$ cat src/core_control_regs.sv
// Configuration registers: start address, launch command, status and retire count readback
`timescale 1ns/10ps

module core_control_regs #(
    parameter int PROGRAM_ADDR_BITS = 8
) (
    input  logic                         clk,
    input  logic                         reset,
    input  logic                         cfg_write,
    input  logic [1:0]                   cfg_addr,
    input  logic [PROGRAM_ADDR_BITS-1:0] cfg_wdata,
    output logic [PROGRAM_ADDR_BITS-1:0] cfg_rdata,
    input  logic                         busy,
    input  logic                         done,
    input  logic [PROGRAM_ADDR_BITS-1:0] retired_count,
    output logic [PROGRAM_ADDR_BITS-1:0] start_pc,
    output logic                         launch
);

    // Start address is written at register 0 and kept across runs
    always_ff @(posedge clk) begin
        if (reset) begin
            start_pc <= '0;
        end else if (cfg_write && cfg_addr == 2'd0) begin
            start_pc <= cfg_wdata;
        end
    end

    // A write of bit 0 at register 1 launches the core on the following edge
    assign launch = cfg_write && (cfg_addr == 2'd1) && cfg_wdata[0];

    // Readback is combinational so the bus sees status in the same cycle
    always_comb begin
        case (cfg_addr)
            2'd0:    cfg_rdata = start_pc;
            2'd1:    cfg_rdata = PROGRAM_ADDR_BITS'({done, busy});
            2'd2:    cfg_rdata = retired_count;
            default: cfg_rdata = '0;
        endcase
    end

endmodule

$ cat config.mk
export PLATFORM = sky130hd
export DESIGN_NAME = core_control_regs
export DESIGN_NICKNAME = d
export VERILOG_FILES = /design/src/core_control_regs.sv
export SDC_FILE = /design/constraint.sdc
export NUM_CORES = 1
export LEC_CHECK = 0
export BUFFER_PORTS_ARGS = -buffer_cell sky130_fd_sc_hd__buf_2
export CORE_MARGIN = 3
export CORE_UTILIZATION = 34
export DETAILED_ROUTE_END_ITERATION = 8
export GPL_TIMING_DRIVEN = 1
export PLACE_DENSITY_LB_ADDON = 0.1
export SYNTH_ARGS = -nofsm -noshare
export SYNTH_HDL_FRONTEND = slang
export SYNTH_SLANG_ARGS = --single-unit
$ cat constraint.sdc
create_clock -name clk -period 0.8 [get_ports clk]
set_input_delay 0.16 -clock clk [delete_from_list [all_inputs] [get_ports clk]]
set_output_delay 0.16 -clock clk [all_outputs]
set_load 0.02 [all_outputs]
==> metrics <==
Initial DRC Count 3; first-pass GRT wire length 2.83 mm; Setup TNS Final -4.19 ns; Largest regs start_pc: 8 flops; routability cong. 0.674; Worst R2R End start_pc[4]; Synth area leader dfxtp_1; clock network power share 0.268; routed wire length between 1.5 and 2 mm; startpoint types flip-flop; Setup Skew 0 ns; main flop type after synthesis dfxtp_1; crit share post-route 1.42; max_cap viols 0; Clock Sinks 8; crit path to cfg_rdata[0]; pwr dens 1010 nW/µm²; Slew headroom 0.874; Reg2Reg Depth 4; Post-Syn Area roughly 520 µm²; Synth top area share 0.305; power share of the combinational group 0.386; Max VDD drop 993 µV; nets@finish roughly 140; antenna diode count 0; asr flop ratio synth 0; Reg2Reg Setup Slack -0.06 ns; die height around 45 µm; Pleak between 0.5 and 0.6 nW; Synth Area per Inst between 9 and 10 µm²; max FFs per register 8; worst-skew pair later-pin latency 0.26 ns; internal power slightly above 0.8 mW; Switching Fraction 0.301; initial antenna violation count 0; Initial Util 0.384; worst-path fanout max 2; Final Hold Viols 0; H-tree depth reported by CTS 1; die width around 45 µm; share of cells above drive strength 1 0.782; minimum clock period 1.14 ns; core box area 1370 µm²; Crit. Startpoint start_pc[0]; routed via count about 600; Seq cells post-synth 8; Seq/Total Area, Yosys 0.305; fin worst setup slack -0.339 ns; Layout area overhead 124%; io pins 40; die area 2050 µm²; CP Data Arrival Time 0.98 ns; final-layout fill cell count 71; Clock Path Buffers 2; largest net degree at the start of global routing 17; worst slew pin tran about 0.18 ns; largest register by flop count start_pc; Initial DRT Pass Iterations 2; remaining antenna violation count 0; routed length per instance between 15 and 20 µm; RSZ-0062 raised after global routing yes; synth unique cells 11; CTS tree built; syn_nets 78; hpwl dp around 1.2 mm; Slew Limit Fails 0; I/O Buffers 39; GRT Total Usage 0.203; Post-Synthesis Cells between 50 and 60; Residual DRC 0; Post-Route Utilization 0.859; outcome finished, violations left; Clock transition at path regs approximately 0.07 ns; EDFF count, synth 0; CTS Buf Count 3; most common library cells after synthesis mux2i_1, nand2b_1, dfxtp_1; grt total ovfl 0; failing checks setup timing; Critical Path RT between 0.6 and 0.7 ns; Psw between 0.3 and 0.4 mW; row cnt 13; number of global-route vias before repair a little over 600; clock root buffer clkbuf_4; Worst Setup End Kind primary output; reg2reg start start_pc[4]; Hold Crit Class in2reg; CP Class reg2out; synth top area cells dfxtp_1, mux2i_1, nand2b_1, buf_6, nor2_1; fmax ~880 MHz; Reg power frac 0.346; YS warnings 0; drt via density slightly below 5; final setup vio count 19
==> worst max-delay path, stage by stage, from the launching register on <==
cell       delay, ns
dfxtp_4         0.35
mux2i_4         0.16
o2bb2ai_4       0.07
buf_6           0.13
==> placed cells by master, fill, tap and decap left out <==
cell       count
buf_6         29
buf_2         21
nand2b_1      14
mux2i_1       10
dfxtp_4        8
nor2_2         6
buf_4          5
mux2i_2        4
clkbuf_4       3
mux2i_4        2
o2bb2ai_4      2
nand2b_4       2
nor2b_4        1
and4b_2        1
nor3b_2        1
buf_16         1
==> kinds of logic after synthesis <==
kind of cell    Yosys count  synth area share
simple gates             25             0.291
mux                      16             0.305
flops                     8             0.305
buf+inv                   4            0.0644
compound gates            2            0.0334
==> layout make-up <==
class	count	area, µm²	share of cell area
Tap cell	15	18.8	0.0160
Timing Repair Buffer	56	497	0.423
Multi-Input combinational cell	43	445	0.380
Sequential cell	8	190	0.162
Clock buffer	3	22.5	0.0192
==> power groups by stage <==
| stage | clock network, mW | logic [mW] | registers (mW) |
|---|---|---|---|
| 6_report | 0.317 | 0.457 | 0.410 |
| 4_1_cts | 0.326 | 0.428 | 0.408 |
| 5_1_grt | 0.352 | 0.480 | 0.412 |
| 3_5_place_dp | 0 | 0.339 | 0.413 |
| 2_1_floorplan | 0 | 0.194 | 0.433 |
| 3_3_place_gp | 0 | 0.328 | 0.413 |
==> repair_timing <==
action                                  in CTS  in global routing
endpoints found under the setup margin      19                 20
pin swaps                                    5                  1
resized for setup                           50                 10
setup buffers                                3                  5
hold buffers                                 0                  0
endpoints found under the hold margin        0                  0
==> worst min path at each step <==
stage / start / end / slack, ns / cells after the start
2_1_floorplan: cfg_wdata[0] / start_pc[0] / 0.30 / 2
3_3_place_gp: cfg_wdata[3] / start_pc[3] / 0.41 / 3
3_5_place_dp: cfg_wdata[6] / start_pc[6] / 0.42 / 3
4_1_cts: cfg_wdata[3] / start_pc[3] / 0.14 / 3
5_1_grt: cfg_wdata[6] / start_pc[6] / 0.16 / 3
6_report: cfg_wdata[3] / start_pc[3] / 0.14 / 3
==> metrics by stage <==
stage          std cells  setup WS [ns]  power [mW]  hold WS (ns)  area (µm²)
2_1_floorplan         55        -0.0252       0.626         0.304         647
3_3_place_gp         117         -0.349       0.741         0.411         901
3_5_place_dp         117         -0.376       0.752         0.415         901
4_1_cts              123         -0.333        1.16         0.140        1120
5_1_grt              125         -0.368        1.24         0.158        1170
6_report             125         -0.339        1.18         0.142        1170
==> per-layer routing <==
metal / track usage / wire [µm]
met1: 0.226 / 700
met2: 0.359 / 1080
met3: 0.0398 / 108
met4: 0.105 / 43
met5: 0 / 0
Power figures use the tool's default switching activity.
