===== config.mk =====
export PLATFORM = sky130hd
export DESIGN_NAME = pc
export DESIGN_NICKNAME = d
export VERILOG_FILES = /design/src/gpu_pkg.sv /design/src/pc.sv
export SDC_FILE = /design/constraint.sdc
export NUM_CORES = 1
export LEC_CHECK = 0
export ABC_AREA = 1
export BUFFER_PORTS_ARGS = -buffer_cell sky130_fd_sc_hd__buf_2
export CAP_MARGIN = 15
export CORE_MARGIN = 2
export CORE_UTILIZATION = 43
export DETAILED_ROUTE_END_ITERATION = 6
export GPL_TIMING_DRIVEN = 0
export PLACE_DENSITY_LB_ADDON = 0.12
export SLEW_MARGIN = 20
export SYNTH_ARGS = -nofsm -noshare
export SYNTH_HDL_FRONTEND = slang
export SYNTH_SLANG_ARGS = --single-unit

===== constraint.sdc =====
create_clock -name clk -period 2.65 [get_ports clk]
set_input_delay 0.265 -clock clk [delete_from_list [all_inputs] [get_ports clk]]
set_output_delay 0.265 -clock clk [all_outputs]
set_load 0.01 [all_outputs]

===== src/gpu_pkg.sv =====
// Shared core definitions: scheduler states, opcodes and the two-view instruction word
package gpu_pkg;

    // Width of one instruction word in program memory
    localparam int INSTR_BITS = 16;

    // Number of general purpose registers in the register file
    localparam int REG_COUNT = 16;

    // Source select for the register file write port
    localparam logic [1:0] REG_SEL_ALU = 2'd0;
    localparam logic [1:0] REG_SEL_MEM = 2'd1;
    localparam logic [1:0] REG_SEL_IMM = 2'd2;

    // Every instruction walks through a subset of these states
    typedef enum logic [2:0] {
        IDLE    = 3'd0,
        FETCH   = 3'd1,
        DECODE  = 3'd2,
        REQUEST = 3'd3,
        WAIT    = 3'd4,
        EXECUTE = 3'd5,
        UPDATE  = 3'd6,
        DONE    = 3'd7
    } core_state_t;

    // Top nibble of every instruction
    typedef enum logic [3:0] {
        NOP   = 4'h0,
        BRNZP = 4'h1,
        CMP   = 4'h2,
        ADD   = 4'h3,
        SUB   = 4'h4,
        MUL   = 4'h5,
        DIV   = 4'h6,
        LDR   = 4'h7,
        STR   = 4'h8,
        CONST = 4'h9,
        RET   = 4'hf
    } opcode_t;

    // Register format, used by the arithmetic, compare and memory instructions
    typedef struct packed {
        opcode_t    opcode;
        logic [3:0] rd;
        logic [3:0] rs;
        logic [3:0] rt;
    } instr_reg_t;

    // Immediate format, used by CONST and BRnzp (NZP mask sits in rd[2:0])
    typedef struct packed {
        opcode_t    opcode;
        logic [3:0] rd;
        logic [7:0] imm;
    } instr_imm_t;

    // Both views share the opcode and rd positions
    typedef union packed {
        instr_reg_t r;
        instr_imm_t i;
    } instr_t;

endpackage

===== src/pc.sv =====
// Next-PC logic with the NZP condition register for BRnzp
`timescale 1ns/10ps

module pc #(
    parameter int DATA_BITS         = 8,
    parameter int PROGRAM_ADDR_BITS = 8
) (
    input  logic                         clk,
    input  logic                         reset,
    input  logic                         enable,
    input  gpu_pkg::core_state_t         core_state,
    input  logic [2:0]                   decoded_nzp,
    input  logic [DATA_BITS-1:0]         decoded_immediate,
    input  logic                         decoded_nzp_write_enable,
    input  logic                         decoded_pc_mux,
    input  logic [DATA_BITS-1:0]         alu_out,
    input  logic [PROGRAM_ADDR_BITS-1:0] current_pc,
    output logic [PROGRAM_ADDR_BITS-1:0] next_pc
);

    logic [2:0] nzp;

    // Enable is the core busy flag, so nothing moves while idle or done
    always_ff @(posedge clk) begin
        if (reset) begin
            nzp     <= 3'b000;
            next_pc <= '0;
        end else if (enable) begin
            if (core_state == gpu_pkg::EXECUTE) begin
                // Branch when any mask bit matches the flags left by the last CMP
                if (decoded_pc_mux && ((nzp & decoded_nzp) != 3'b000)) begin
                    next_pc <= PROGRAM_ADDR_BITS'(decoded_immediate);
                end else begin
                    next_pc <= current_pc + 1'b1;
                end
            end
            // The flags come straight from the registered compare result
            if (core_state == gpu_pkg::UPDATE && decoded_nzp_write_enable) begin
                nzp <= alu_out[2:0];
            end
        end
    end

endmodule


==> out/qor.yml <==
yosys:
  synth_top_area_share_pct: 30.1
  ys_warn_count: 0
  synth_largest_area_cell: "dfxtp_1"
  ys_ff_latch: 11
  synthTopCellsByArea: "dfxtp_1, nand2_1, inv_1, nand3_1, nor2_1"
  synth_edf_count: 0
  synth_most_common_cell: "nand2_1"
  syn_area_um2: 731
  synth_cell_types: 17
  syn_nets: 157
  ys.flop_type: "dfxtp_1"
  ys_seq_area_share_pct: 30.1
  synth-async-reset-ratio_pct: 0
  synthesis.instances: 121
  synth_common_cells: "nand2_1, inv_1, nand3_1, nor2_1, dfxtp_1"
  syn_area_per_cell_um2: 6.04
layout:
  final_net_count: 199
  antennaDiodeCount: 0
  areaGrowthSynthToFinish_pct: 31.7
  fin_util_pct: 62.4
  final_area_um2: 962
  drive_gt1_share_pct: 30.2
  instances_no_fill: 178
route:
  routed_wl_um: 1640
  ant_nets: 0
  firstDrtPassIters: 4
  avgViaCountPerCell: 4.67
  drt-initial-drc-count: 11
  vias: 831
  drc: 0
  wire_per_inst_um: 9.22
clock_network:
  clkTransAtPathRegs_ns: 0.07
  cts_root_buf: "clkbuf_4"
  hold_buffers: 0
  clock-sinks: 11
  cts_setup_buffers: 0
  cts_tree: "yes"
  cts_max_path_buffers: 2
  cts_resized: 0
  clk_latency_ns: 0.27
  cts-buffers-inserted: 3
  cts_max_level: 1
floorplan:
  ioPinCount: 43
  std_cell_rows: 14
  core_um2: 1540
  die_h_um: 45.2
  die_area_um2: 2040
  start_util_pct: 47.4
  fp.dieW_um: 45.2
setup_path:
  path_max_fanout: 9
  crit_path_top_delay_cell: "dfxtp_1"
  r2r-start: "nzp[1]"
  required_ns: 2.83
  cp_common_cell: "nand2_1"
  crit_chain: "nand2_1, nand3_2, nand2_2, inv_1, nand2_1, nand3_1, nand2_1, inv_1"
  startpoint_type: "flop"
  cp.arrival_ns: 1.29
  critical_path_class: "flop to flop"
  end_kind: "flop"
  crit_start: "nzp[1]"
  slowest_delay_ns: 0.32
timing:
  skew_ns: 0.00317
  hold-worst-slack_ns: 0.233
  clock.fmax_ghz: 0.898
  hold_viol_final: 0
  tns_ns: 0
  fin_ws_ns: 1.54
  rsz0062_at_grt: "no"
  finalSetupViolations: 0
  max_slew_margin_pct: 80.7
  fin_crit_sh_pct: 42.0
  worst_slew_pin_slew_ns: 0.288
  fin_crit_ns: 1.11
  drv_slew: 0
placed_design:
  place.gp.congestion: 0.819
  place_ws_ns: 1.38
  placedCellCount: 174
  dp_hpwl_um: 1310
  port_buffers: 37
  dpl_cell_area_um2: 936
power_and_ir_drop:
  leakage_nw: 0.563
  powerDensity_nw_per_um2: 371
  ir_drop_uv: 348
  totalPowerFinal_uw: 357
global_route:
  overflow: 0
  grt_max_degree: 11
  grt_pass1_vias: 692
  gr-usage-all-layers_pct: 17.8
  antenna_found_initial: 0
  grt_pass1_wl_um: 2660
run_status:
  status: "completed"
min_path:
  hp-class: "input port to flop"
  min_from: "alu_out[0]"
run:
  drv_cap: 0
==> state kept, by name, indices dropped and copies added, names as in the netlist <==
name     flops
next_pc      8
nzp          3
==> where the power goes <==
| part | switching (mW) | internal [mW] |
|---|---|---|
| clock | 0.0571 | 0.0583 |
| sequential | 0.00180 | 0.169 |
| combinational | 0.0372 | 0.0330 |
==> critical path: cells and delay by family (launching register included) <==
kind / cells / cell delay (ns)
AND/OR/NAND/NOR: 6 / 0.56
buffers and inverters: 2 / 0.15
flip-flops: 1 / 0.32
==> kinds of logic after synthesis <==
logic type      synth area share, %
flops                          30.1
buf+inv                        13.9
simple gates                   45.7
xor+xnor                       2.40
fa+ha+maj                      1.71
compound gates                 6.16
==> cell usage in the layout, fill, tap and decap left out, types with 2 or more instances in the layout <==
cell type  netlist  final
buf_2            0     37
nand3_1         14     14
a21oi_1          6      6
buf_6            2      2
nand2_2          2      2
dfxtp_1         11     11
nand3_2          2      2
inv_1           20     20
clkbuf_4         0      3
nor2_1          14     14
nand2_1         40     40
o21ai_0          3      3
==> per-layer routing <==
metal | wire length [um] | global-route usage [%] | vias up
li1 | - | - | 452
met1 | 717 | 21.5 | 355
met4 | 6 | 3.53 | 0
met5 | 0 | 0 | -
met2 | 802 | 30.6 | 22
met3 | 115 | 6.00 | 2
==> path summary, 6_finish.rpt <==
| path | end | slack (ns) | depth (start not counted) |
|---|---|---|---|
| worst max-delay path | next_pc[0] | 1.54 | 8 |
| worst min-delay path | nzp[0] | 0.23 | 3 |
| worst max register to register | next_pc[0] | 1.54 | 8 |
| worst min register to register | next_pc[7] | 0.46 | 2 |
==> layout make-up <==
type,instances,area [um2]
multi-input combinational,87,409
buffer,2,22.5
fill,173,579
tap,16,20.0
timing repair buffer,37,185
sequential,11,220
inverter,21,78.8
clock buffer,4,26.3
Power figures use the tool's default switching activity.
