[src/gpu_pkg.sv]
// Shared core definitions: scheduler states, opcodes and the two-view instruction word
package gpu_pkg;

    // Width of one instruction word in program memory
    localparam int INSTR_BITS = 16;

    // Number of general purpose registers in the register file
    localparam int REG_COUNT = 16;

    // Source select for the register file write port
    localparam logic [1:0] REG_SEL_ALU = 2'd0;
    localparam logic [1:0] REG_SEL_MEM = 2'd1;
    localparam logic [1:0] REG_SEL_IMM = 2'd2;

    // Every instruction walks through a subset of these states
    typedef enum logic [2:0] {
        IDLE    = 3'd0,
        FETCH   = 3'd1,
        DECODE  = 3'd2,
        REQUEST = 3'd3,
        WAIT    = 3'd4,
        EXECUTE = 3'd5,
        UPDATE  = 3'd6,
        DONE    = 3'd7
    } core_state_t;

    // Top nibble of every instruction
    typedef enum logic [3:0] {
        NOP   = 4'h0,
        BRNZP = 4'h1,
        CMP   = 4'h2,
        ADD   = 4'h3,
        SUB   = 4'h4,
        MUL   = 4'h5,
        DIV   = 4'h6,
        LDR   = 4'h7,
        STR   = 4'h8,
        CONST = 4'h9,
        RET   = 4'hf
    } opcode_t;

    // Register format, used by the arithmetic, compare and memory instructions
    typedef struct packed {
        opcode_t    opcode;
        logic [3:0] rd;
        logic [3:0] rs;
        logic [3:0] rt;
    } instr_reg_t;

    // Immediate format, used by CONST and BRnzp (NZP mask sits in rd[2:0])
    typedef struct packed {
        opcode_t    opcode;
        logic [3:0] rd;
        logic [7:0] imm;
    } instr_imm_t;

    // Both views share the opcode and rd positions
    typedef union packed {
        instr_reg_t r;
        instr_imm_t i;
    } instr_t;

endpackage
[src/register_file.sv]
// Register file: sixteen data registers, two combinational read ports and one write port
`timescale 1ns/10ps

module register_file #(
    parameter int DATA_BITS = 8
) (
    input  logic                                  clk,
    input  logic                                  reset,
    input  gpu_pkg::core_state_t                  core_state,
    input  logic [$clog2(gpu_pkg::REG_COUNT)-1:0] rd,
    input  logic [$clog2(gpu_pkg::REG_COUNT)-1:0] rs,
    input  logic [$clog2(gpu_pkg::REG_COUNT)-1:0] rt,
    input  logic                                  decoded_reg_write,
    input  logic [1:0]                            reg_input_sel,
    input  logic [DATA_BITS-1:0]                  alu_out,
    input  logic [DATA_BITS-1:0]                  mem_rsp_data,
    input  logic [DATA_BITS-1:0]                  decoded_immediate,
    output logic [DATA_BITS-1:0]                  rs_data,
    output logic [DATA_BITS-1:0]                  rt_data
);

    logic [DATA_BITS-1:0] regs [gpu_pkg::REG_COUNT];
    logic [DATA_BITS-1:0] load_data;

    // WAIT ends on the response cycle, so the last sample taken here is the load data
    always_ff @(posedge clk) begin
        if (core_state == gpu_pkg::WAIT) begin
            load_data <= mem_rsp_data;
        end
    end

    always_ff @(posedge clk) begin
        if (reset) begin
            for (int i = 0; i < gpu_pkg::REG_COUNT; i++) begin
                regs[i] <= '0;
            end
        end else if (core_state == gpu_pkg::UPDATE && decoded_reg_write) begin
            case (reg_input_sel)
                gpu_pkg::REG_SEL_MEM: regs[rd] <= load_data;
                gpu_pkg::REG_SEL_IMM: regs[rd] <= decoded_immediate;
                default:              regs[rd] <= alu_out;
            endcase
        end
    end

    assign rs_data = regs[rs];
    assign rt_data = regs[rt];

endmodule

[config.mk]
export PLATFORM = sky130hd
export DESIGN_NAME = register_file
export DESIGN_NICKNAME = d
export VERILOG_FILES = /design/src/gpu_pkg.sv /design/src/register_file.sv
export SDC_FILE = /design/constraint.sdc
export NUM_CORES = 1
export LEC_CHECK = 0
export BUFFER_PORTS_ARGS = -buffer_cell sky130_fd_sc_hd__buf_2
export CAP_MARGIN = 5
export CELL_PAD_IN_SITES_DETAIL_PLACEMENT = 1
export CELL_PAD_IN_SITES_GLOBAL_PLACEMENT = 2
export CORE_ASPECT_RATIO = 2
export CORE_UTILIZATION = 32
export CTS_BUF_LIST = sky130_fd_sc_hd__clkbuf_8 sky130_fd_sc_hd__clkbuf_16
export CTS_CLUSTER_DIAMETER = 120
export DETAILED_ROUTE_END_ITERATION = 8
export GPL_ROUTABILITY_DRIVEN = 0
export PLACE_DENSITY_LB_ADDON = 0.1
export SLEW_MARGIN = 20
export SYNTH_ARGS = -nofsm -noshare
export SYNTH_HDL_FRONTEND = slang
export SYNTH_SLANG_ARGS = --single-unit
[constraint.sdc]
create_clock -name clk -period 1.9 [get_ports clk]
set_input_delay 0 -clock clk [delete_from_list [all_inputs] [get_ports clk]]
set_output_delay 0 -clock clk [all_outputs]
set_load 0.005 [all_outputs]
==> results.txt <==
status = complete, no violations
ratio of cells with drive above 1 in the final layout = 37.2%
die height = 215 um
hold path startpoint = core_state[1]
Hold Crit Class = in -> reg
Compound-Gate Fraction of Synth Area = 6.13%
synthesized area = 7280 um2
Core ar. = 22300 um2
CTS Root Buffer Type = clkbuf_16
Hold EP = load_data[2]
Die Wd = 109 um
count of final setup violators = 0
Main synth FF type = edfxtp_1
1st-iter DRT viols = 249
diode count = 0
footprint of the multi-input gates = 2990 um2
cts bufs inserted = 17
Worst Max-Slew Pin Slew = 0.947 ns
Syn Nets = 564
period utilization = 99.0%
Simple-Gate Fraction of Synth Area = 14.0%
power per standard cell area = 901 nW/um2
Worst Path Required = 1.90 ns
hold path cells = 3
Max clock buf depth = 2
H-tree depth = 4
final hold vios = 0
clock slew at reported path FFs = 0.06 ns
Filler Cell Count = 2296
Period minus WS final = 1.88 ns
Total Routing Usage GR = 22.2%
placed cells = 847
Placement Rows = 77
DRT antenna net count = 0
R2R Path End = regs[6][3]
flops & latches, synth = 136
post-synthesis sequential area ratio = 56.1%
Post-Route WL = 24000 um
CP Capture Type = output pin
Adder-Cell Fraction of Synth Area = 0.172%
Final Slew Violations = 0
Final nets = 643
largest net degree at the start of global routing = 33
total die area = 23400 um2
largest family of logic cells by synthesized area = multiplexers
fin cells = 887
Max IR drop VDD = 0.000469 V
Post-Synth XOR/XNOR Area = 0%
f_max = 532 MHz
Area Growth Syn to Fin = 22.1%
commonest non-fill, non-tap cell in the layout = nor2_1
DR pass1 iterations = 4
CP startpoint = regs[1][5]
reg2reg setup slack = 0.44 ns
WL/cell = 27.1 um
class of the most critical setup path = reg -> out
Synth Area per Inst = 14.0 um2
mux cell area share after synthesis = 19.8%
antenna violations before repair = 0
IO buf count = 59
Max FO, Critical Path = 2
hpwl dp = 18100 um
yosys warns = 0
Via density = 5.40
Initial Util = 32.7%
startpoint types = flip-flop
R2R depth = 5
worst r2r src = load_data[3]
RSZ-0062 raised after global routing = true
Slew headroom = 36.7%
P_leak = 0.00327 uW
most frequent cells in the layout = 139 x nor2_1, 136 x edfxtp_1, 64 x mux4_2, 59 x buf_2, 30 x buf_4
Clock Latency Late Sink = 0.44 ns
Mapped Cells = 519
number of global-route vias before repair = 5474
# Max-Cap Violations = 0
boundary pin count = 60
Setup Buffers After CTS = 0
Seq. cell area = 4080 um2
Layout Utilization = 40.0%
DRC viols = 0
CTS tree = done
first-pass GRT wire length = 34800 um
Worst Path Arrival = 1.88 ns
DR vias = 4792
setup TNS = 0 ns
post-synth cell types = 33
GR Overflow Total = 0
asr flop ratio synth = 0%
Post-synth EDFFs = 136
Worst Clk Skew = 0.0107 ns
# clock sinks = 136
==> logic make-up after synthesis <==
| family | after synthesis |
|---|---|
| compound gates | 49 |
| fa+ha+maj | 1 |
| buf+inv | 55 |
| flops | 136 |
| mux | 64 |
| simple gates | 214 |
==> repair_timing <==
item                       4_1_cts  5_1_grt
hold endpoints to repair         8        0
setup endpoints to repair        9       10
pin swaps                        4        2
resized for setup                9        5
hold buffers                     8        0
==> cell usage after synthesis (5+ instances only) <==
library cell	number	area (um2)
nand2_1	21	78.8
clkbuf_1	14	52.6
a22oi_1	32	240
mux4_2	64	1440
o221ai_2	7	105
buf_6	5	56.3
nand3_2	5	50.1
nand4b_1	7	61.3
nand2b_1	18	113
inv_1	9	33.8
nor2b_1	6	37.5
nor2_1	139	522
a41oi_1	5	43.8
buf_2	21	105
edfxtp_1	136	4080
==> sequential cells by signal (all words and copies together) (netlist names) <==
register   count
load_data      8
regs         128
==> power breakdown <==
part,leakage [uW],total [uW],internal (uW),switching (uW)
clock,0.000325,3720,2440,1280
combinational,0.00150,862,361,501
sequential,0.00145,3440,3380,57.9
total,0.00327,8020,6180,1840
==> worst max-delay path by stage <==
stage | to | slack [ns] | cells past startpoint
after floorplan | regs[0][0] | 0.30 | 8
after detailed placement | regs[2][6] | 0.20 | 5
after CTS | rt_data[0] | 0.002 | 4
after global placement | regs[13][7] | 0.23 | 6
after global routing | rs_data[2] | -0.04 | 4
final | rs_data[5] | 0.02 | 4
==> critical path: stages (launching register included) <==
cell and delay (ns):
edfxtp_1 0.46, mux4_2 0.54, a22oi_2 0.24, nand2_1 0.07
buf_2 0.13
==> metrics by stage <==
stage / power, uW / hold slack, ns / cell area, um2 / worst slack, ns
global route: 8240 / 0.0678 / 8890 / -0.0388
global placement: 4330 / 0.177 / 8090 / 0.232
CTS: 8100 / 0.0416 / 8870 / 0.00184
detailed placement: 4350 / 0.179 / 8090 / 0.203
floorplan: 3950 / 0.0989 / 7280 / 0.299
finish: 8020 / 0.0531 / 8890 / 0.0193
==> layout make-up <==
cell class	instances	share of cell area, %
clock inverter	15	2.62
tap	276	3.88
multi-input combinational	328	33.6
sequential	136	45.9
clock buffer	17	4.78
inverter	9	0.380
timing repair buffer	106	8.78
==> per-layer routing <==
layer,global-route usage [%],part of all wire (%),up-vias
met5,0,0,-
met4,13.3,5.4,0
met3,3.37,2.8,38
met2,43.0,60,139
met1,20.9,32,2450
li1,-,-,2165
Note: power is estimated with default switching activity, not from simulation.
