`src/gpu_pkg.sv`:
```
// Shared core definitions: scheduler states, opcodes and the two-view instruction word
package gpu_pkg;

    // Width of one instruction word in program memory
    localparam int INSTR_BITS = 16;

    // Number of general purpose registers in the register file
    localparam int REG_COUNT = 16;

    // Source select for the register file write port
    localparam logic [1:0] REG_SEL_ALU = 2'd0;
    localparam logic [1:0] REG_SEL_MEM = 2'd1;
    localparam logic [1:0] REG_SEL_IMM = 2'd2;

    // Every instruction walks through a subset of these states
    typedef enum logic [2:0] {
        IDLE    = 3'd0,
        FETCH   = 3'd1,
        DECODE  = 3'd2,
        REQUEST = 3'd3,
        WAIT    = 3'd4,
        EXECUTE = 3'd5,
        UPDATE  = 3'd6,
        DONE    = 3'd7
    } core_state_t;

    // Top nibble of every instruction
    typedef enum logic [3:0] {
        NOP   = 4'h0,
        BRNZP = 4'h1,
        CMP   = 4'h2,
        ADD   = 4'h3,
        SUB   = 4'h4,
        MUL   = 4'h5,
        DIV   = 4'h6,
        LDR   = 4'h7,
        STR   = 4'h8,
        CONST = 4'h9,
        RET   = 4'hf
    } opcode_t;

    // Register format, used by the arithmetic, compare and memory instructions
    typedef struct packed {
        opcode_t    opcode;
        logic [3:0] rd;
        logic [3:0] rs;
        logic [3:0] rt;
    } instr_reg_t;

    // Immediate format, used by CONST and BRnzp (NZP mask sits in rd[2:0])
    typedef struct packed {
        opcode_t    opcode;
        logic [3:0] rd;
        logic [7:0] imm;
    } instr_imm_t;

    // Both views share the opcode and rd positions
    typedef union packed {
        instr_reg_t r;
        instr_imm_t i;
    } instr_t;

endpackage
```
`src/alu.sv`:
```
// Arithmetic and compare unit, result registered during EXECUTE
`timescale 1ns/10ps

module alu #(
    parameter int DATA_BITS = 8
) (
    input  logic                 clk,
    input  logic                 reset,
    input  gpu_pkg::core_state_t core_state,
    input  gpu_pkg::opcode_t     alu_op,
    input  logic [DATA_BITS-1:0] rs_data,
    input  logic [DATA_BITS-1:0] rt_data,
    output logic [DATA_BITS-1:0] alu_out
);

    always_ff @(posedge clk) begin
        if (reset) begin
            alu_out <= '0;
        end else if (core_state == gpu_pkg::EXECUTE) begin
            case (alu_op)
                gpu_pkg::ADD: alu_out <= rs_data + rt_data;
                gpu_pkg::SUB: alu_out <= rs_data - rt_data;
                // Only the low half of the product is kept
                gpu_pkg::MUL: alu_out <= DATA_BITS'(rs_data * rt_data);
                gpu_pkg::DIV: begin
                    // A zero divisor yields zero rather than trapping
                    alu_out <= (rt_data == '0) ? '0 : rs_data / rt_data;
                end
                gpu_pkg::CMP: begin
                    // Bit 2 greater, bit 1 equal, bit 0 less
                    alu_out <= DATA_BITS'({rs_data > rt_data, rs_data == rt_data,
                                           rs_data < rt_data});
                end
                default: alu_out <= alu_out;
            endcase
        end
    end

endmodule

```
`config.mk`:
```
export PLATFORM = sky130hd
export DESIGN_NAME = alu
export DESIGN_NICKNAME = d
export VERILOG_FILES = /design/src/gpu_pkg.sv /design/src/alu.sv
export SDC_FILE = /design/constraint.sdc
export NUM_CORES = 1
export LEC_CHECK = 0
export BUFFER_PORTS_ARGS = -buffer_cell sky130_fd_sc_hd__buf_2
export CAP_MARGIN = 30
export CORE_MARGIN = 10
export CORE_UTILIZATION = 50
export CTS_BUF_LIST = sky130_fd_sc_hd__clkbuf_4 sky130_fd_sc_hd__clkbuf_8
export DETAILED_ROUTE_END_ITERATION = 12
export PLACE_DENSITY = 0.7
export SLEW_MARGIN = 20
export SYNTH_ARGS = -nofsm -noshare
export SYNTH_HDL_FRONTEND = slang
export SYNTH_SLANG_ARGS = --single-unit
```
`constraint.sdc`:
```
create_clock -name clk -period 12.1 [get_ports clk]
set_input_delay 0.605 -clock clk [delete_from_list [all_inputs] [get_ports clk]]
set_output_delay 0.605 -clock clk [all_outputs]
set_load 0.005 [all_outputs]
```
==> summary.md, run 1 <==
| Metric | Value |
|---|---|
| Core Rows | 31 |
| Tot GR Track Use | 0.1837 |
| Post-Syn Instances | 486 |
| Total wire length | 10440 microns |
| Slowest CP cell | or3b_2 |
| First-pass GRT wire length | 17420 microns |
| Synth area leader | ha_1 |
| Area growth from synthesis to layout | 7.048% |
| Sequential area share after synthesis | 0.04358 |
| CTS tree | yes |
| Synth top area share | 0.2383 |
| Crit share post-route | 0.9160 |
| Final setup viols | 0 |
| Mapped Area | 0.003675 sq mm |
| Synth Flop Type | dfxtp_1 |
| Critical path required time | 12.20 ns |
| Initial antenna violation count | 0 |
| Cell repeated most along the worst path | ha_1 |
| Ant. Diodes | 0 |
| Share of flip-flops with an asynchronous set or reset | 0 |
| Area of the multi-input gates | 0.003259 sq mm |
| TritonCTS Buffers | 3 |
| Post-synth EDFFs | 0 |
| Critical path capture point type | flip-flop |
| Via count | 3694 |
| Lkg Pwr | 1.847 nW |
| Worst EP arrival | 11.18 ns |
| IO Count | 33 |
| Worst Setup Path Type | in2reg |
| Shortest period the worst path allows | 11.08 ns |
| Grt ovf | 0 |
| Placed cell area | 0.003889 sq mm |
| Least-Margin Pin Slew | 0.8266 ns |
| Residual DRC | 0 |
| Fin. Hold Viols | 0 |
| CTS sink cnt | 8 |
| Largest net degree at the start of global routing | 14 |
| Biggest regs | alu_out x8 |
| MaxCap Viol Count | 0 |
| Synth warn | 0 |
| Worst VDD drop | 0.02222 mV |
| Synth cell types | 63 |
| Clock Path Buffers | 2 |
| Core ar. | 0.007214 sq mm |
| Worst min path class | reg2reg |
| CP max FO | 12 |
| Syn Area/Cell | 7.561 sq um |
| Clk Latency, worst-skew pair | 0.22 ns |
| RSZ-0062 raised after global routing | false |
| CTS root buf | clkbuf_8 |
| WHS | 0.4473 ns |
| Reg2reg setup slack | 11.37 ns |
| FF/Latch Area | 160.2 sq um |
| Most flops, register | alu_out |
| Share of layout cells above drive strength 1 | 0.1028 |
| CP delay by family, top | compound AO/OA/AOI/OAI gates |
| Routed WL per cell | 17.25 microns |
| DR pass1 iterations | 7 |
| Synth top area cells | ha_1 24%, fa_1 7.6%, xnor2_1 5.5%, inv_1 5.0%, nor2_1 4.4% |
| Commonest non-fill, non-tap cells in the layout | 70 x ha_1, 49 x inv_1, 43 x nor2_1, 33 x buf_2, 32 x nand2_1 |
| Vias per cell | 6.106 |
| Worst Path Buf+Inv | 3 |
| Outcome | finished clean |
| Nets | 617 |
| CP max stage delay | 0.46 ns |
| GPL Wtd Cong | 0.9351 |
| Die Span Y | 105.7 microns |
| Dpl hpwl | 8505 microns |
| P per Cell Area | 72.08 mW/mm^2 |
| Overall Power | 0.2835 mW |
| H-tree depth | 1 |
| Largest register FFs | 8 |
| Clock transition at path regs | 0.04 ns |
| Clock skew | 0 ns |
| Startpoint types | primary input |
| Max Slew Vio Count | 0 |
| Pre-CTS WS | 0.4424 ns |
| Worst slew margin | 0.4477 |
| Initial detailed-routing violation count | 208 |
| Net Count, Synth | 595 |
| IO Port Bufs | 32 |
| Die X | 105.7 microns |
| Sum Neg Setup Slack | 0 ns |
| Setup ws final | 1.016 ns |
| Vias in the first global route | 3651 |
| Routed Antenna Nets | 0 |
| Fillers | 707 |
| Die footprint | 0.01118 sq mm |
| Max Freq | 90.22 MHz |
| Yosys reg bits | 8 |
| Design area | 0.003934 sq mm |
| Starting Density | 0.5094 |
| Commonest non-fill, non-tap cell in the layout | ha_1 |
| CTS Hold Bufs | 0 |
[cell usage after synthesis (all sizes together), types with 2 or more instances]
library cell  instances
o21a                 15
and2                  8
dfxtp                 8
o31ai                 6
mux2                  7
o21ai                28
ha                   70
nand4                 4
inv                  49
a221oi                5
xnor2                23
nor2b                 5
or3                   6
clkbuf               13
nand2                32
a21boi                2
nor3b                 2
o22ai                 4
nand3b                5
nand2b               11
nor2                 43
buf                   3
fa                   14
o221ai                5
o21bai                4
mux2i                 4
a211oi                5
o211ai                6
nor3                 16
o22a                  2
a21o                  8
nand3                 6
nor4                  4
a21oi                32
xor2                  9
a31oi                 3
[power by group]
group          internal [mW]  switching (mW)  leakage, nW
Sequential            0.0271        0.000279       0.0647
Clock                 0.0215         0.00991       0.0216
Combinational         0.0975           0.127         1.76
Total                  0.146           0.137         1.85
[final timing paths]
kind                            cells after the start          to  startpoint
worst max-delay path                               45  alu_out[0]  rt_data[4]
worst max register to register                      2  alu_out[5]  alu_out[5]
worst min-delay path                                2  alu_out[3]  alu_out[3]
worst min register to register                      2  alu_out[3]  alu_out[3]
[per-stage QoR]
step | util | cells
6_report | 0.5453 | 605
5_1_grt | 0.5453 | 605
4_1_cts | 0.5447 | 605
3_5_place_dp | 0.5390 | 602
3_3_place_gp | 0.5383 | 601
2_1_floorplan | - | 486
[timing repair]
action / CTS / global route
hold endpoints to repair: 0 / 0
buffers inserted: 0 / 0
gates resized for setup: 0 / 3
setup endpoints to repair: 0 / 1
[tightest hold or removal path: stages (launching register included)]
cell	delay, ns
dfxtp_1	0.30
nand2_1	0.05
a21oi_1	0.05
[per-layer routing]
layer / track usage / routed length [microns] / vias up
met1: 0.2282 / 4636 / 1769
li1: - / - / 1791
met3: 0.02558 / 594 / 20
met5: 0 / 0 / -
met4: 0.05222 / 214 / 0
met2: 0.3211 / 4994 / 114
[final cells by class]
class                           instances  area share
Clock buffer                            3     0.01050
Tap cell                               99     0.03149
Sequential cell                         8     0.04071
Multi-Input combinational cell        413      0.8286
Inverter                               49     0.04676
Timing Repair Buffer                   33     0.04198
[kinds of logic (layout without fill, tap and decap cells)]
kind of cell    Yosys count  after routing  share of synthesized area
compound gates          138            138                     0.2577
xor+xnor                 32             32                    0.07627
fa+ha+maj                84             84                     0.3146
buf+inv                  65             85                    0.07048
flops                     8              8                    0.04358
simple gates            148            148                     0.2029
mux                      11             11                    0.03439
Note: power is estimated with default switching activity, not from simulation.
==> run 2, diff against run 1 <==
--- a/config.mk
+++ b/config.mk
@@ -7,5 +7,6 @@
 export LEC_CHECK = 0
 export BUFFER_PORTS_ARGS = -buffer_cell sky130_fd_sc_hd__buf_2
-export CAP_MARGIN = 30
+export CAP_MARGIN = 20
+export CORE_ASPECT_RATIO = 1.2
 export CORE_MARGIN = 10
 export CORE_UTILIZATION = 50
==> constraint.sdc (replaced) <==
create_clock -name clk -period 12.1 [get_ports clk]
set_input_delay 0.605 -clock clk [delete_from_list [all_inputs] [get_ports clk]]
set_output_delay 0.605 -clock clk [all_outputs]
set_load 0.01 [all_outputs]
==> run 2 against run 1 <==
Effect of this change:
- sequential cell count stayed put
- cell count is 1.2% lower
- combinational power hardly changed
- clock-buffer cell count stayed put
- non-clock buffer count is 2 higher
- clock skew stayed put
- worst hold slack better by 0.0071 ns
- critical path type unchanged
==> summary.md, run 2 (synthesis results as in run 1) <==
| Metric | Value |
|---|---|
| Worst min path class | reg2reg |
| Slowest CP cell | or3b_2 |
| R2R Path End | alu_out[5] |
| Starting Density | 0.5111 |
| Clock Path Buffers | 2 |
| Sequential power share | 0.096 |
| Hold path endpoint | alu_out[2] |
| Logic pwr share | 0.791 |
| Vias in the first global route | 3709 |
| Nets | 619 |
| Final setup viols | 0 |
| P per Cell Area | 72.35 mW/mm^2 |
| Hold_sp | alu_out[2] |
| Internal | 0.1467 mW |
| GPL Wtd Cong | 0.9760 |
| H-tree depth | 1 |
| Post-CTS Setup Inserts | 0 |
| Hold path depth | 2 |
| Most flops, register | alu_out |
| Biggest regs | alu_out x8 |
| Psw | 0.1383 mW |
| Initial antenna violation count | 0 |
| CTS root buf | clkbuf_8 |
| Tot GR Track Use | 0.1851 |
| Clk Latency, worst-skew pair | 0.23 ns |
| Area of the multi-input gates | 0.003259 sq mm |
| DR pass1 iterations | 5 |
| Initial detailed-routing violation count | 232 |
| Max Freq | 89.85 MHz |
| RSZ-0062 raised after global routing | false |
| Total wire length | 10630 microns |
| Commonest non-fill, non-tap cells in the layout | 70 x ha_1, 49 x inv_1, 43 x nor2_1, 32 x nand2_1, 32 x buf_2 |
| Reg2reg setup slack | 11.42 ns |
| Commonest non-fill, non-tap cell in the layout | ha_1 |
| Least-Margin Pin Slew | 0.8670 ns |
| Worst VDD drop | 0.05596 mV |
| Routed Antenna Nets | 0 |
| CP max stage delay | 0.46 ns |
| Critical path capture point type | flip-flop |
| Die Span Y | 113.9 microns |
| Overall Power | 0.2850 mW |
| Sum Neg Setup Slack | 0 ns |
| Max Slew Vio Count | 0 |
| TritonCTS Buffers | 3 |
| Die footprint | 0.01119 sq mm |
| Cell repeated most along the worst path | ha_1 |
| Dpl hpwl | 8558 microns |
| Share of layout cells above drive strength 1 | 0.1063 |
| Residual DRC | 0 |
| Worst Setup Path Type | in2reg |
| First-pass GRT wire length | 17780 microns |
| Ant. Diodes | 0 |
| Clock skew | 0 ns |
| CTS tree | yes |
| Clock power frac | 0.113 |
| R2R Path Start | alu_out[5] |
| Core ar. | 0.007189 sq mm |
| Via count | 3645 |
| Fin. Hold Viols | 0 |
| Area growth from synthesis to layout | 7.218% |
| Shortest period the worst path allows | 11.13 ns |
| Worst slew margin | 0.4208 |
| Vias per cell | 6.095 |
| Clock transition at path regs | 0.04 ns |
| Outcome | finished clean |
| Critical path required time | 12.21 ns |
| IO Count | 33 |
| Lkg Pwr | 1.856 nW |
| Fillers | 718 |
| Grt ovf | 0 |
| FF/Latch Area | 160.2 sq um |
| Crit share post-route | 0.9198 |
| Routed WL per cell | 17.77 microns |
| Reg2Reg Depth | 2 |
| Die X | 98.26 microns |
| Largest net degree at the start of global routing | 14 |
| Startpoint types | primary input |
| CP max FO | 12 |
| Largest register FFs | 8 |
| Core Rows | 34 |
| Worst EP arrival | 11.24 ns |
| MaxCap Viol Count | 0 |
| IO Port Bufs | 32 |
| Switching share of power | 0.4854 |
| CTS sink cnt | 8 |
-- run 2: changes by cell type in the layout (fill, tap and decap cells not counted) --
cell     before  now
buf_4         0    3
o21ai_0      25   26
o21ai_1       2    1
buf_2        33   32
-- run 2: final cells by class --
class | instances | share of cell area
clock buffers | 3 | 0.01048
inverters | 49 | 0.04668
multi-input cells | 413 | 0.8272
flip-flops and latches | 8 | 0.04065
well taps | 90 | 0.02858
repair buffers | 35 | 0.04636
-- run 2: per-stage QoR --
stage | worst slack [ns] | instance area [sq um] | std cells | hold slack, ns | util
after floorplan | 2.064 | 3675 | 486 | 0.4805 | -
after global placement | 0.8182 | 3895 | 595 | 0.4405 | 0.5418
after detailed placement | 0.3163 | 3895 | 595 | 0.4550 | 0.5418
after CTS | 0.5266 | 3936 | 598 | 0.4610 | 0.5475
after global routing | 0.09867 | 3940 | 598 | 0.4853 | 0.5480
final | 0.9702 | 3940 | 598 | 0.4544 | 0.5480
-- run 2: power by group through the flow --
stage	Sequential, mW	Combinational (mW)	Clock, mW
global placement	0.0278	0.216	0
finish	0.0274	0.225	0.0323
global route	0.0275	0.253	0.0333
floorplan	0.0282	0.170	0
detailed placement	0.0279	0.223	0
CTS	0.0275	0.224	0.0326
-- run 2: what timing repair did --
action,CTS,global route
gates resized for setup,0,1
endpoints found under the setup margin,0,1
hold buffers,0,0
-- run 2: critical path: cells and delay by family --
family	cells	cell delay [ns]
compound gates	21	4.70
mux	4	1.38
simple gates	9	2.23
buf+inv	2	0.23
fa+ha+maj	7	2.09
-- run 2: how the worst max path moves through the flow --
stage                       endpoint  startpoint  slack, ns
after CTS                 alu_out[0]  rt_data[4]       0.53
final                     alu_out[0]  rt_data[4]       0.97
after global routing      alu_out[0]  rt_data[4]        0.1
after detailed placement  alu_out[0]  rt_data[4]       0.32
after floorplan           alu_out[0]  rt_data[3]       2.06
after global placement    alu_out[0]  rt_data[4]       0.82
-- run 2: routing by layer --
layer  global-route usage  vias to the layer above  part of all wire
met5                    0                        -                 0
met1               0.2309                     1715              0.43
met3              0.01633                       15             0.067
li1                     -                     1791                 -
met2               0.3295                      124              0.49
met4              0.05359                        0             0.016
