### src/gpu_pkg.sv
// Shared core definitions: scheduler states, opcodes and the two-view instruction word
package gpu_pkg;

    // Width of one instruction word in program memory
    localparam int INSTR_BITS = 16;

    // Number of general purpose registers in the register file
    localparam int REG_COUNT = 16;

    // Source select for the register file write port
    localparam logic [1:0] REG_SEL_ALU = 2'd0;
    localparam logic [1:0] REG_SEL_MEM = 2'd1;
    localparam logic [1:0] REG_SEL_IMM = 2'd2;

    // Every instruction walks through a subset of these states
    typedef enum logic [2:0] {
        IDLE    = 3'd0,
        FETCH   = 3'd1,
        DECODE  = 3'd2,
        REQUEST = 3'd3,
        WAIT    = 3'd4,
        EXECUTE = 3'd5,
        UPDATE  = 3'd6,
        DONE    = 3'd7
    } core_state_t;

    // Top nibble of every instruction
    typedef enum logic [3:0] {
        NOP   = 4'h0,
        BRNZP = 4'h1,
        CMP   = 4'h2,
        ADD   = 4'h3,
        SUB   = 4'h4,
        MUL   = 4'h5,
        DIV   = 4'h6,
        LDR   = 4'h7,
        STR   = 4'h8,
        CONST = 4'h9,
        RET   = 4'hf
    } opcode_t;

    // Register format, used by the arithmetic, compare and memory instructions
    typedef struct packed {
        opcode_t    opcode;
        logic [3:0] rd;
        logic [3:0] rs;
        logic [3:0] rt;
    } instr_reg_t;

    // Immediate format, used by CONST and BRnzp (NZP mask sits in rd[2:0])
    typedef struct packed {
        opcode_t    opcode;
        logic [3:0] rd;
        logic [7:0] imm;
    } instr_imm_t;

    // Both views share the opcode and rd positions
    typedef union packed {
        instr_reg_t r;
        instr_imm_t i;
    } instr_t;

endpackage
### src/instr_decoder.sv
// Instruction decoder: splits the fetched word into registered fields and control flags
`timescale 1ns/10ps

module instr_decoder #(
    parameter int DATA_BITS = 8
) (
    input  logic                               clk,
    input  logic                               reset,
    input  gpu_pkg::core_state_t               core_state,
    input  gpu_pkg::instr_t                    instruction,
    output logic [$clog2(gpu_pkg::REG_COUNT)-1:0] rd,
    output logic [$clog2(gpu_pkg::REG_COUNT)-1:0] rs,
    output logic [$clog2(gpu_pkg::REG_COUNT)-1:0] rt,
    output logic [DATA_BITS-1:0]               decoded_immediate,
    output logic [2:0]                         decoded_nzp,
    output gpu_pkg::opcode_t                   alu_op,
    output logic                               decoded_reg_write,
    output logic                               decoded_mem_read,
    output logic                               decoded_mem_write,
    output logic                               decoded_nzp_write_enable,
    output logic                               decoded_pc_mux,
    output logic                               decoded_ret,
    output logic [1:0]                         reg_input_sel
);

    // Operand fields are plain payload and only change in DECODE
    always_ff @(posedge clk) begin
        if (core_state == gpu_pkg::DECODE) begin
            rd                <= instruction.i.rd;
            rs                <= instruction.r.rs;
            rt                <= instruction.r.rt;
            decoded_immediate <= DATA_BITS'(instruction.i.imm);
            // The branch mask is the low three bits of the immediate format's rd field
            decoded_nzp       <= instruction.i.rd[2:0];
            alu_op            <= instruction.r.opcode;
        end
    end

    always_ff @(posedge clk) begin
        if (reset) begin
            decoded_reg_write        <= 1'b0;
            decoded_mem_read         <= 1'b0;
            decoded_mem_write        <= 1'b0;
            decoded_nzp_write_enable <= 1'b0;
            decoded_pc_mux           <= 1'b0;
            decoded_ret              <= 1'b0;
            reg_input_sel            <= gpu_pkg::REG_SEL_ALU;
        end else if (core_state == gpu_pkg::DECODE) begin
            // Everything is cleared first so NOP and unknown opcodes do nothing
            decoded_reg_write        <= 1'b0;
            decoded_mem_read         <= 1'b0;
            decoded_mem_write        <= 1'b0;
            decoded_nzp_write_enable <= 1'b0;
            decoded_pc_mux           <= 1'b0;
            decoded_ret              <= 1'b0;
            reg_input_sel            <= gpu_pkg::REG_SEL_ALU;
            case (instruction.r.opcode)
                gpu_pkg::ADD, gpu_pkg::SUB, gpu_pkg::MUL, gpu_pkg::DIV: begin
                    decoded_reg_write <= 1'b1;
                end
                gpu_pkg::CMP:   decoded_nzp_write_enable <= 1'b1;
                gpu_pkg::BRNZP: decoded_pc_mux <= 1'b1;
                gpu_pkg::LDR: begin
                    decoded_reg_write <= 1'b1;
                    decoded_mem_read  <= 1'b1;
                    reg_input_sel     <= gpu_pkg::REG_SEL_MEM;
                end
                gpu_pkg::STR:   decoded_mem_write <= 1'b1;
                gpu_pkg::CONST: begin
                    decoded_reg_write <= 1'b1;
                    reg_input_sel     <= gpu_pkg::REG_SEL_IMM;
                end
                gpu_pkg::RET:   decoded_ret <= 1'b1;
                default: ;
            endcase
        end
    end

endmodule

### config.mk
export PLATFORM = sky130hd
export DESIGN_NAME = instr_decoder
export DESIGN_NICKNAME = d
export VERILOG_FILES = /design/src/gpu_pkg.sv /design/src/instr_decoder.sv
export SDC_FILE = /design/constraint.sdc
export NUM_CORES = 1
export LEC_CHECK = 0
export ABC_AREA = 1
export ABC_CLOCK_PERIOD_IN_PS = 2250
export BUFFER_PORTS_ARGS = -buffer_cell sky130_fd_sc_hd__buf_2
export CAP_MARGIN = 40
export CORE_MARGIN = 8
export CORE_UTILIZATION = 45
export CTS_CLUSTER_DIAMETER = 60
export DETAILED_ROUTE_END_ITERATION = 10
export PLACE_DENSITY_LB_ADDON = 0.25
export SLEW_MARGIN = 15
export SYNTH_ARGS = -nofsm -noshare
export SYNTH_HDL_FRONTEND = slang
export SYNTH_SLANG_ARGS = --single-unit
### constraint.sdc
create_clock -name clk -period 2.25 [get_ports clk]
set_input_delay 0.3375 -clock clk [delete_from_list [all_inputs] [get_ports clk]]
set_output_delay 0.3375 -clock clk [all_outputs]
set_load 0.01 [all_outputs]
==> results of run 1 <==
## area by class of cell
type | count | area share
sequential | 24 | 0.532
timing repair buffer | 56 | 0.235
multi-input combinational | 43 | 0.159
tap | 27 | 0.0280
inverter | 8 | 0.0249
clock buffer | 4 | 0.0218
## per-stage QoR
step	utilization	hold WS (ns)
after CTS	0.614	0.192
after global placement	0.601	0.453
final	0.614	0.200
after floorplan	-	0.407
after global routing	0.614	0.181
after detailed placement	0.601	0.462
## per-layer routing
metal,up-vias,GRT usage
met1,316,0.0931
li1,370,-
met5,-,0
met2,37,0.176
met3,4,0.0350
met4,0,0.0390
## power by group
part	internal (mW)	total (mW)	switching [mW]
registers	0.488	0.494	0.00553
clock network	0.0691	0.187	0.118
logic	0.0370	0.0883	0.0512
## cell families (layout without fill, tap and decap cells)
group / count (synthesis) / in the layout
AOI/OAI and AO/OA: 10 / 10
buffers and inverters: 19 / 68
DFF: 24 / 24
and+or+nand+nor: 33 / 33
## path summary, 6_finish.rpt
| check | cells after the start | endpoint | slack, ns |
|---|---|---|---|
| hold reg to reg | 2 | reg_input_sel[0]$_SDFFE_PP0N_ | 0.48 |
| setup reg to reg | 2 | decoded_mem_write$_SDFFE_PP0N_ | 1.61 |
| setup / recovery | 1 | rs[1] | 1.05 |
| hold / removal | 1 | rt[2]$_DFFE_PN_ | 0.20 |
## placed cells by master (no fill, tap or decap)
cell type,instances
buf_2,55
nand2_1,22
edfxtp_1,16
inv_1,8
dfxtp_1,8
nor2_1,7
a21oi_1,6
o21ai_0,4
clkbuf_4,3
nor3_1,1
nor3_4,1
nand2_2,1
nand3_1,1
clkbuf_1,1
buf_4,1
## state kept, by name (all words and copies together), names as in the netlist
| register | cells |
|---|---|
| decoded_pc_mux | 1 |
| decoded_immediate | 1 |
| decoded_nzp_write_enable | 1 |
| rt | 3 |
| reg_input_sel | 2 |
| decoded_ret | 1 |
| alu_op | 4 |
| rd | 4 |
| decoded_mem_write | 1 |
| decoded_reg_write | 1 |
| decoded_mem_read | 1 |
| rs | 4 |
==> impl_metrics.ini, run 1 <==
[sta]
worst_slack_ns = 1.05
period_needed_ns = 1.20
setup_tns_ns = 0
setup_viol = 0
tightest_slew_ns = 0.275
timing_hold_violations_final = 0
grt_setup_unrepaired = false
finalClockSkew_ns = 0
clock.fmax_mhz = 832
period_share = 0.534
relSlewSlack = 0.816
report.final.slew_viol_count = 0

[floorplanning]
io_pins = 56
die_width_um = 61.8
dieArea_um2 = 3820
core_um2 = 1960
rows = 16
die_h_um = 61.8
start_util = 0.482

[synth]
syn-num-nets = 107
synthXorXnorAreaFrac = 0
synth_compound_area_frac = 0.0530
synthCells = 86
async_flop_share = 0
synth_top_flop_cell = edfxtp_1
ys_seq_area_frac = 0.678
syn_avg_cell_area_um2 = 11.0
synth_cell_types = 12
synth.area.top_cells = edfxtp_1, dfxtp_1, buf_4
synth-warning-count = 0
synth_seq_cells = 24
synth_common_cells = nand2_1, edfxtp_1, buf_4
synthAdderAreaFrac = 0
netlist_area_um2 = 945
synth_simple_gate_area_share = 0.150
yosysTopAreaCell = edfxtp_1
yosysTopAreaCellShare = 0.509
synth.most_common_cell = nand2_1
synth_mux_area_frac = 0
synth_top_family_by_area = simple AND/OR/NAND/NOR gates
synth_edf_count = 16

[critical_path]
path_buf_inv = 1
crit_fanout = 2
setup.worst_path.start_class = register
required_ns = 1.91
path_class = reg2out
r2r_start = decoded_mem_write$_SDFFE_PP0N_
critical_path.top_delay_family = flip-flops
cp_slowest_cell = edfxtp_1
crit_path_max_incr_delay_ns = 0.41
startpoint = rs[1]$_DFFE_PN_
critPathArrivalTime_ns = 0.86
cp-end-kind = output port
worstPathCellList = buf_2

[drt]
vias = 727
wire_per_inst_um = 12.1
highest_layer = met4
first_pass_iters = 4
drt-initial-drc-count = 10
wl_met1_um = 766
drt-total-wl_mm = 1.96
routed_via_density = 4.49
route.met3.wl_um = 250
ant_nets = 0
drc = 0
dr_wl_met2_um = 917

[pwr]
p_per_area_nw_per_um2 = 638
total_power_mw = 0.769
p_leak_nw = 0.566
ir_drop_mv = 0.502

[finish]
fillers = 188
area_delta_synth_final_pct = 27.6
multi_input_area_um2 = 191
final_layout_size_suffix_gt1_frac = 0.452
seq_area_um2 = 641
nets = 157
final_cells = 162
diodes = 0
finalInstanceArea_um2 = 1200

[grt]
grt_remaining_overflow = 0
grt_max_degree = 26
grt_pass1_wl_mm = 2.70
antenna_found_initial = 0
first_global_vias = 673
grt_usage = 0.0953

[clock_network]
htreeDepth = 1
cts_sinks = 24
cts_resized = 0
clk_pin_slew_ns = 0.12
clock_latency_ns = 0.30
cts_max_path_buffers = 2
cts-root-buf = clkbuf_4
ctsHoldBuffers = 0
cts_tree = yes
post_cts_buffers = 0
cts_buffers = 3

[place]
portBuffers = 55
place_congestion = 0.704
dp.cells = 158
dpl-instance-area_um2 = 1180
pre_cts_ws_ns = 0.971
hpwl_mm = 1.61

[run_status]
status = complete, no violations

[run]
maxCapViolCount = 0

[hold_path]
hold_class = in2reg
hold_start = instruction[2]
Power figures use the tool's default switching activity.
==> run 2: changes to the inputs <==
--- a/config.mk
+++ b/config.mk
@@ -6,11 +6,11 @@
 export NUM_CORES = 1
 export LEC_CHECK = 0
 export ABC_AREA = 1
-export ABC_CLOCK_PERIOD_IN_PS = 2250
+export ABC_CLOCK_PERIOD_IN_PS = 1000
 export BUFFER_PORTS_ARGS = -buffer_cell sky130_fd_sc_hd__buf_2
 export CAP_MARGIN = 40
 export CORE_MARGIN = 8
-export CORE_UTILIZATION = 45
+export CORE_UTILIZATION = 38
 export CTS_CLUSTER_DIAMETER = 60
 export DETAILED_ROUTE_END_ITERATION = 10
 export PLACE_DENSITY_LB_ADDON = 0.25
==> constraint.sdc (replaced) <==
create_clock -name clk -period 1 [get_ports clk]
set_input_delay 0.15 -clock clk [delete_from_list [all_inputs] [get_ports clk]]
set_output_delay 0.15 -clock clk [all_outputs]
set_load 0.01 [all_outputs]
==> impl_metrics.ini, run 2 (synthesis results as in run 1) <==
[hold_path]
hold_class = in2reg
holdPathStages = 1
hold_start = instruction[4]
min_to = rs[0]$_DFFE_PN_

[place]
dp.cells = 161
place_congestion = 0.712
portBuffers = 55
hpwl_mm = 1.66

[critical_path]
setup.worst_path.start_class = register
required_ns = 0.85
cp_slowest_cell = edfxtp_1
r2r_start = decoded_reg_write$_SDFFE_PP0N_
timing.rr.end = decoded_reg_write$_SDFFE_PP0N_
crit_path_max_incr_delay_ns = 0.41
critical_path.top_delay_family = flip-flops
r2r_slack_ns = 0.35
rr_worst_depth = 4
worstPathCellList = buf_2
crit_fanout = 2
crit_cells = 1
critPathArrivalTime_ns = 0.85
path_class = reg2out
path_buf_inv = 1
cp-end-kind = output port

[sta]
finalClockSkew_ns = 0
grt_setup_unrepaired = true
tightest_slew_ns = 0.238
timing_hold_violations_final = 0
period_share = 1.00
whs_ns = 0.0199
report.final.slew_viol_count = 0
setup_viol = 2
period_needed_ns = 1.00
worst_slack_ns = -0.00402
clock.fmax_mhz = 996
relSlewSlack = 0.841

[clock_network]
cts_resized = 0
cts_max_path_buffers = 2
clock_latency_ns = 0.29
clk_pin_slew_ns = 0.12
cts_tree = yes
cts-root-buf = clkbuf_4
htreeDepth = 1
cts_buffers = 3
cts_sinks = 24

[finish]
fillers = 215
final_layout_size_suffix_gt1_frac = 0.440
final_cell_mix = buf_2, nand2_1, edfxtp_1
final_cells = 171
reg.largest.list = alu_op: 4 flops, rd: 4 flops, rs: 4 flops
diodes = 0
area_delta_synth_final_pct = 35.6
nets = 163
layout_commonest_cell = buf_2

[grt]
met2_usage = 0.143
antenna_found_initial = 0
met3_usage = 0.0475
grt_pass1_wl_mm = 3.13
use_met1 = 0.102
grt_max_degree = 26
grt_remaining_overflow = 0
busiest_layer = met2
first_global_vias = 698
grt_usage = 0.0875

[drt]
vias = 755
routed_via_density = 4.42
drc = 0
drt-total-wl_mm = 2.07
wire_per_inst_um = 12.1
ant_nets = 0
drt-initial-drc-count = 6
first_pass_iters = 4

[floorplanning]
die_h_um = 65.9
core_um2 = 2410
dieArea_um2 = 4340
rows = 18
start_util = 0.392
io_pins = 56
die_width_um = 65.9

[run_status]
violations = setup timing
status = complete, but fails checks

[pwr]
ir_drop_mv = 0.738
p_per_area_nw_per_um2 = 1360
total_power_mw = 1.75
p_leak_nw = 0.593

[run]
maxCapViolCount = 0
[run 2: cell types whose count changed in the layout (fill, tap and decap cells not counted)]
cell           change
inv_2              +1
inv_1              -1
buf_4              -1
buf_12             +1
dlygate4sd3_1      +6
[run 2: timing repair]
item                                   CTS  global route
setup endpoints to repair               18            27
hold buffers                             0             6
endpoints found under the hold margin    0             6
setup buffers                            0             0
[run 2: final cells by class]
| type | instances | area, um^2 | share of cell area |
|---|---|---|---|
| Multi-Input combinational cell | 43 | 191 | 0.149 |
| Clock buffer | 4 | 26.3 | 0.0205 |
| Timing Repair Buffer | 62 | 355 | 0.277 |
| Sequential cell | 24 | 641 | 0.500 |
| Inverter | 8 | 30.0 | 0.0234 |
| Tap cell | 30 | 37.5 | 0.0293 |
[run 2: per-stage QoR]
stage | setup slack (ns) | instance area [um^2] | util | setup TNS (ns)
after floorplan | -0.169 | 945 | - | -3.42
after global placement | 0.0219 | 1190 | 0.496 | 0
after detailed placement | -0.00295 | 1190 | 0.496 | -0.00481
after CTS | -0.0212 | 1220 | 0.507 | -0.101
after global routing | -0.0762 | 1280 | 0.532 | -1.29
final | -0.00402 | 1280 | 0.532 | -0.00765
[run 2: power breakdown]
group	switching (mW)	internal, mW
registers	0.0132	1.10
logic	0.121	0.103
clock network	0.257	0.155
total	0.391	1.36
[run 2: routing by layer]
| layer | up-vias | part of all wire |
|---|---|---|
| met5 | - | 0 |
| met4 | 0 | 0 |
| met3 | 0 | 0.15 |
| met2 | 42 | 0.42 |
| met1 | 331 | 0.43 |
| li1 | 382 | - |
[run 2: worst max path at each step]
stage                               start                             end  slack [ns]
after floorplan             core_state[0]             alu_op[0]$_DFFE_PN_       -0.17
after global placement      core_state[0]             alu_op[2]$_DFFE_PN_        0.02
after detailed placement    core_state[0]  decoded_mem_write$_SDFFE_PP0N_      -0.003
after CTS                 rd[0]$_DFFE_PN_                  decoded_nzp[0]       -0.02
after global routing      rs[3]$_DFFE_PN_            decoded_immediate[7]       -0.08
final                     rd[0]$_DFFE_PN_                  decoded_nzp[0]      -0.004
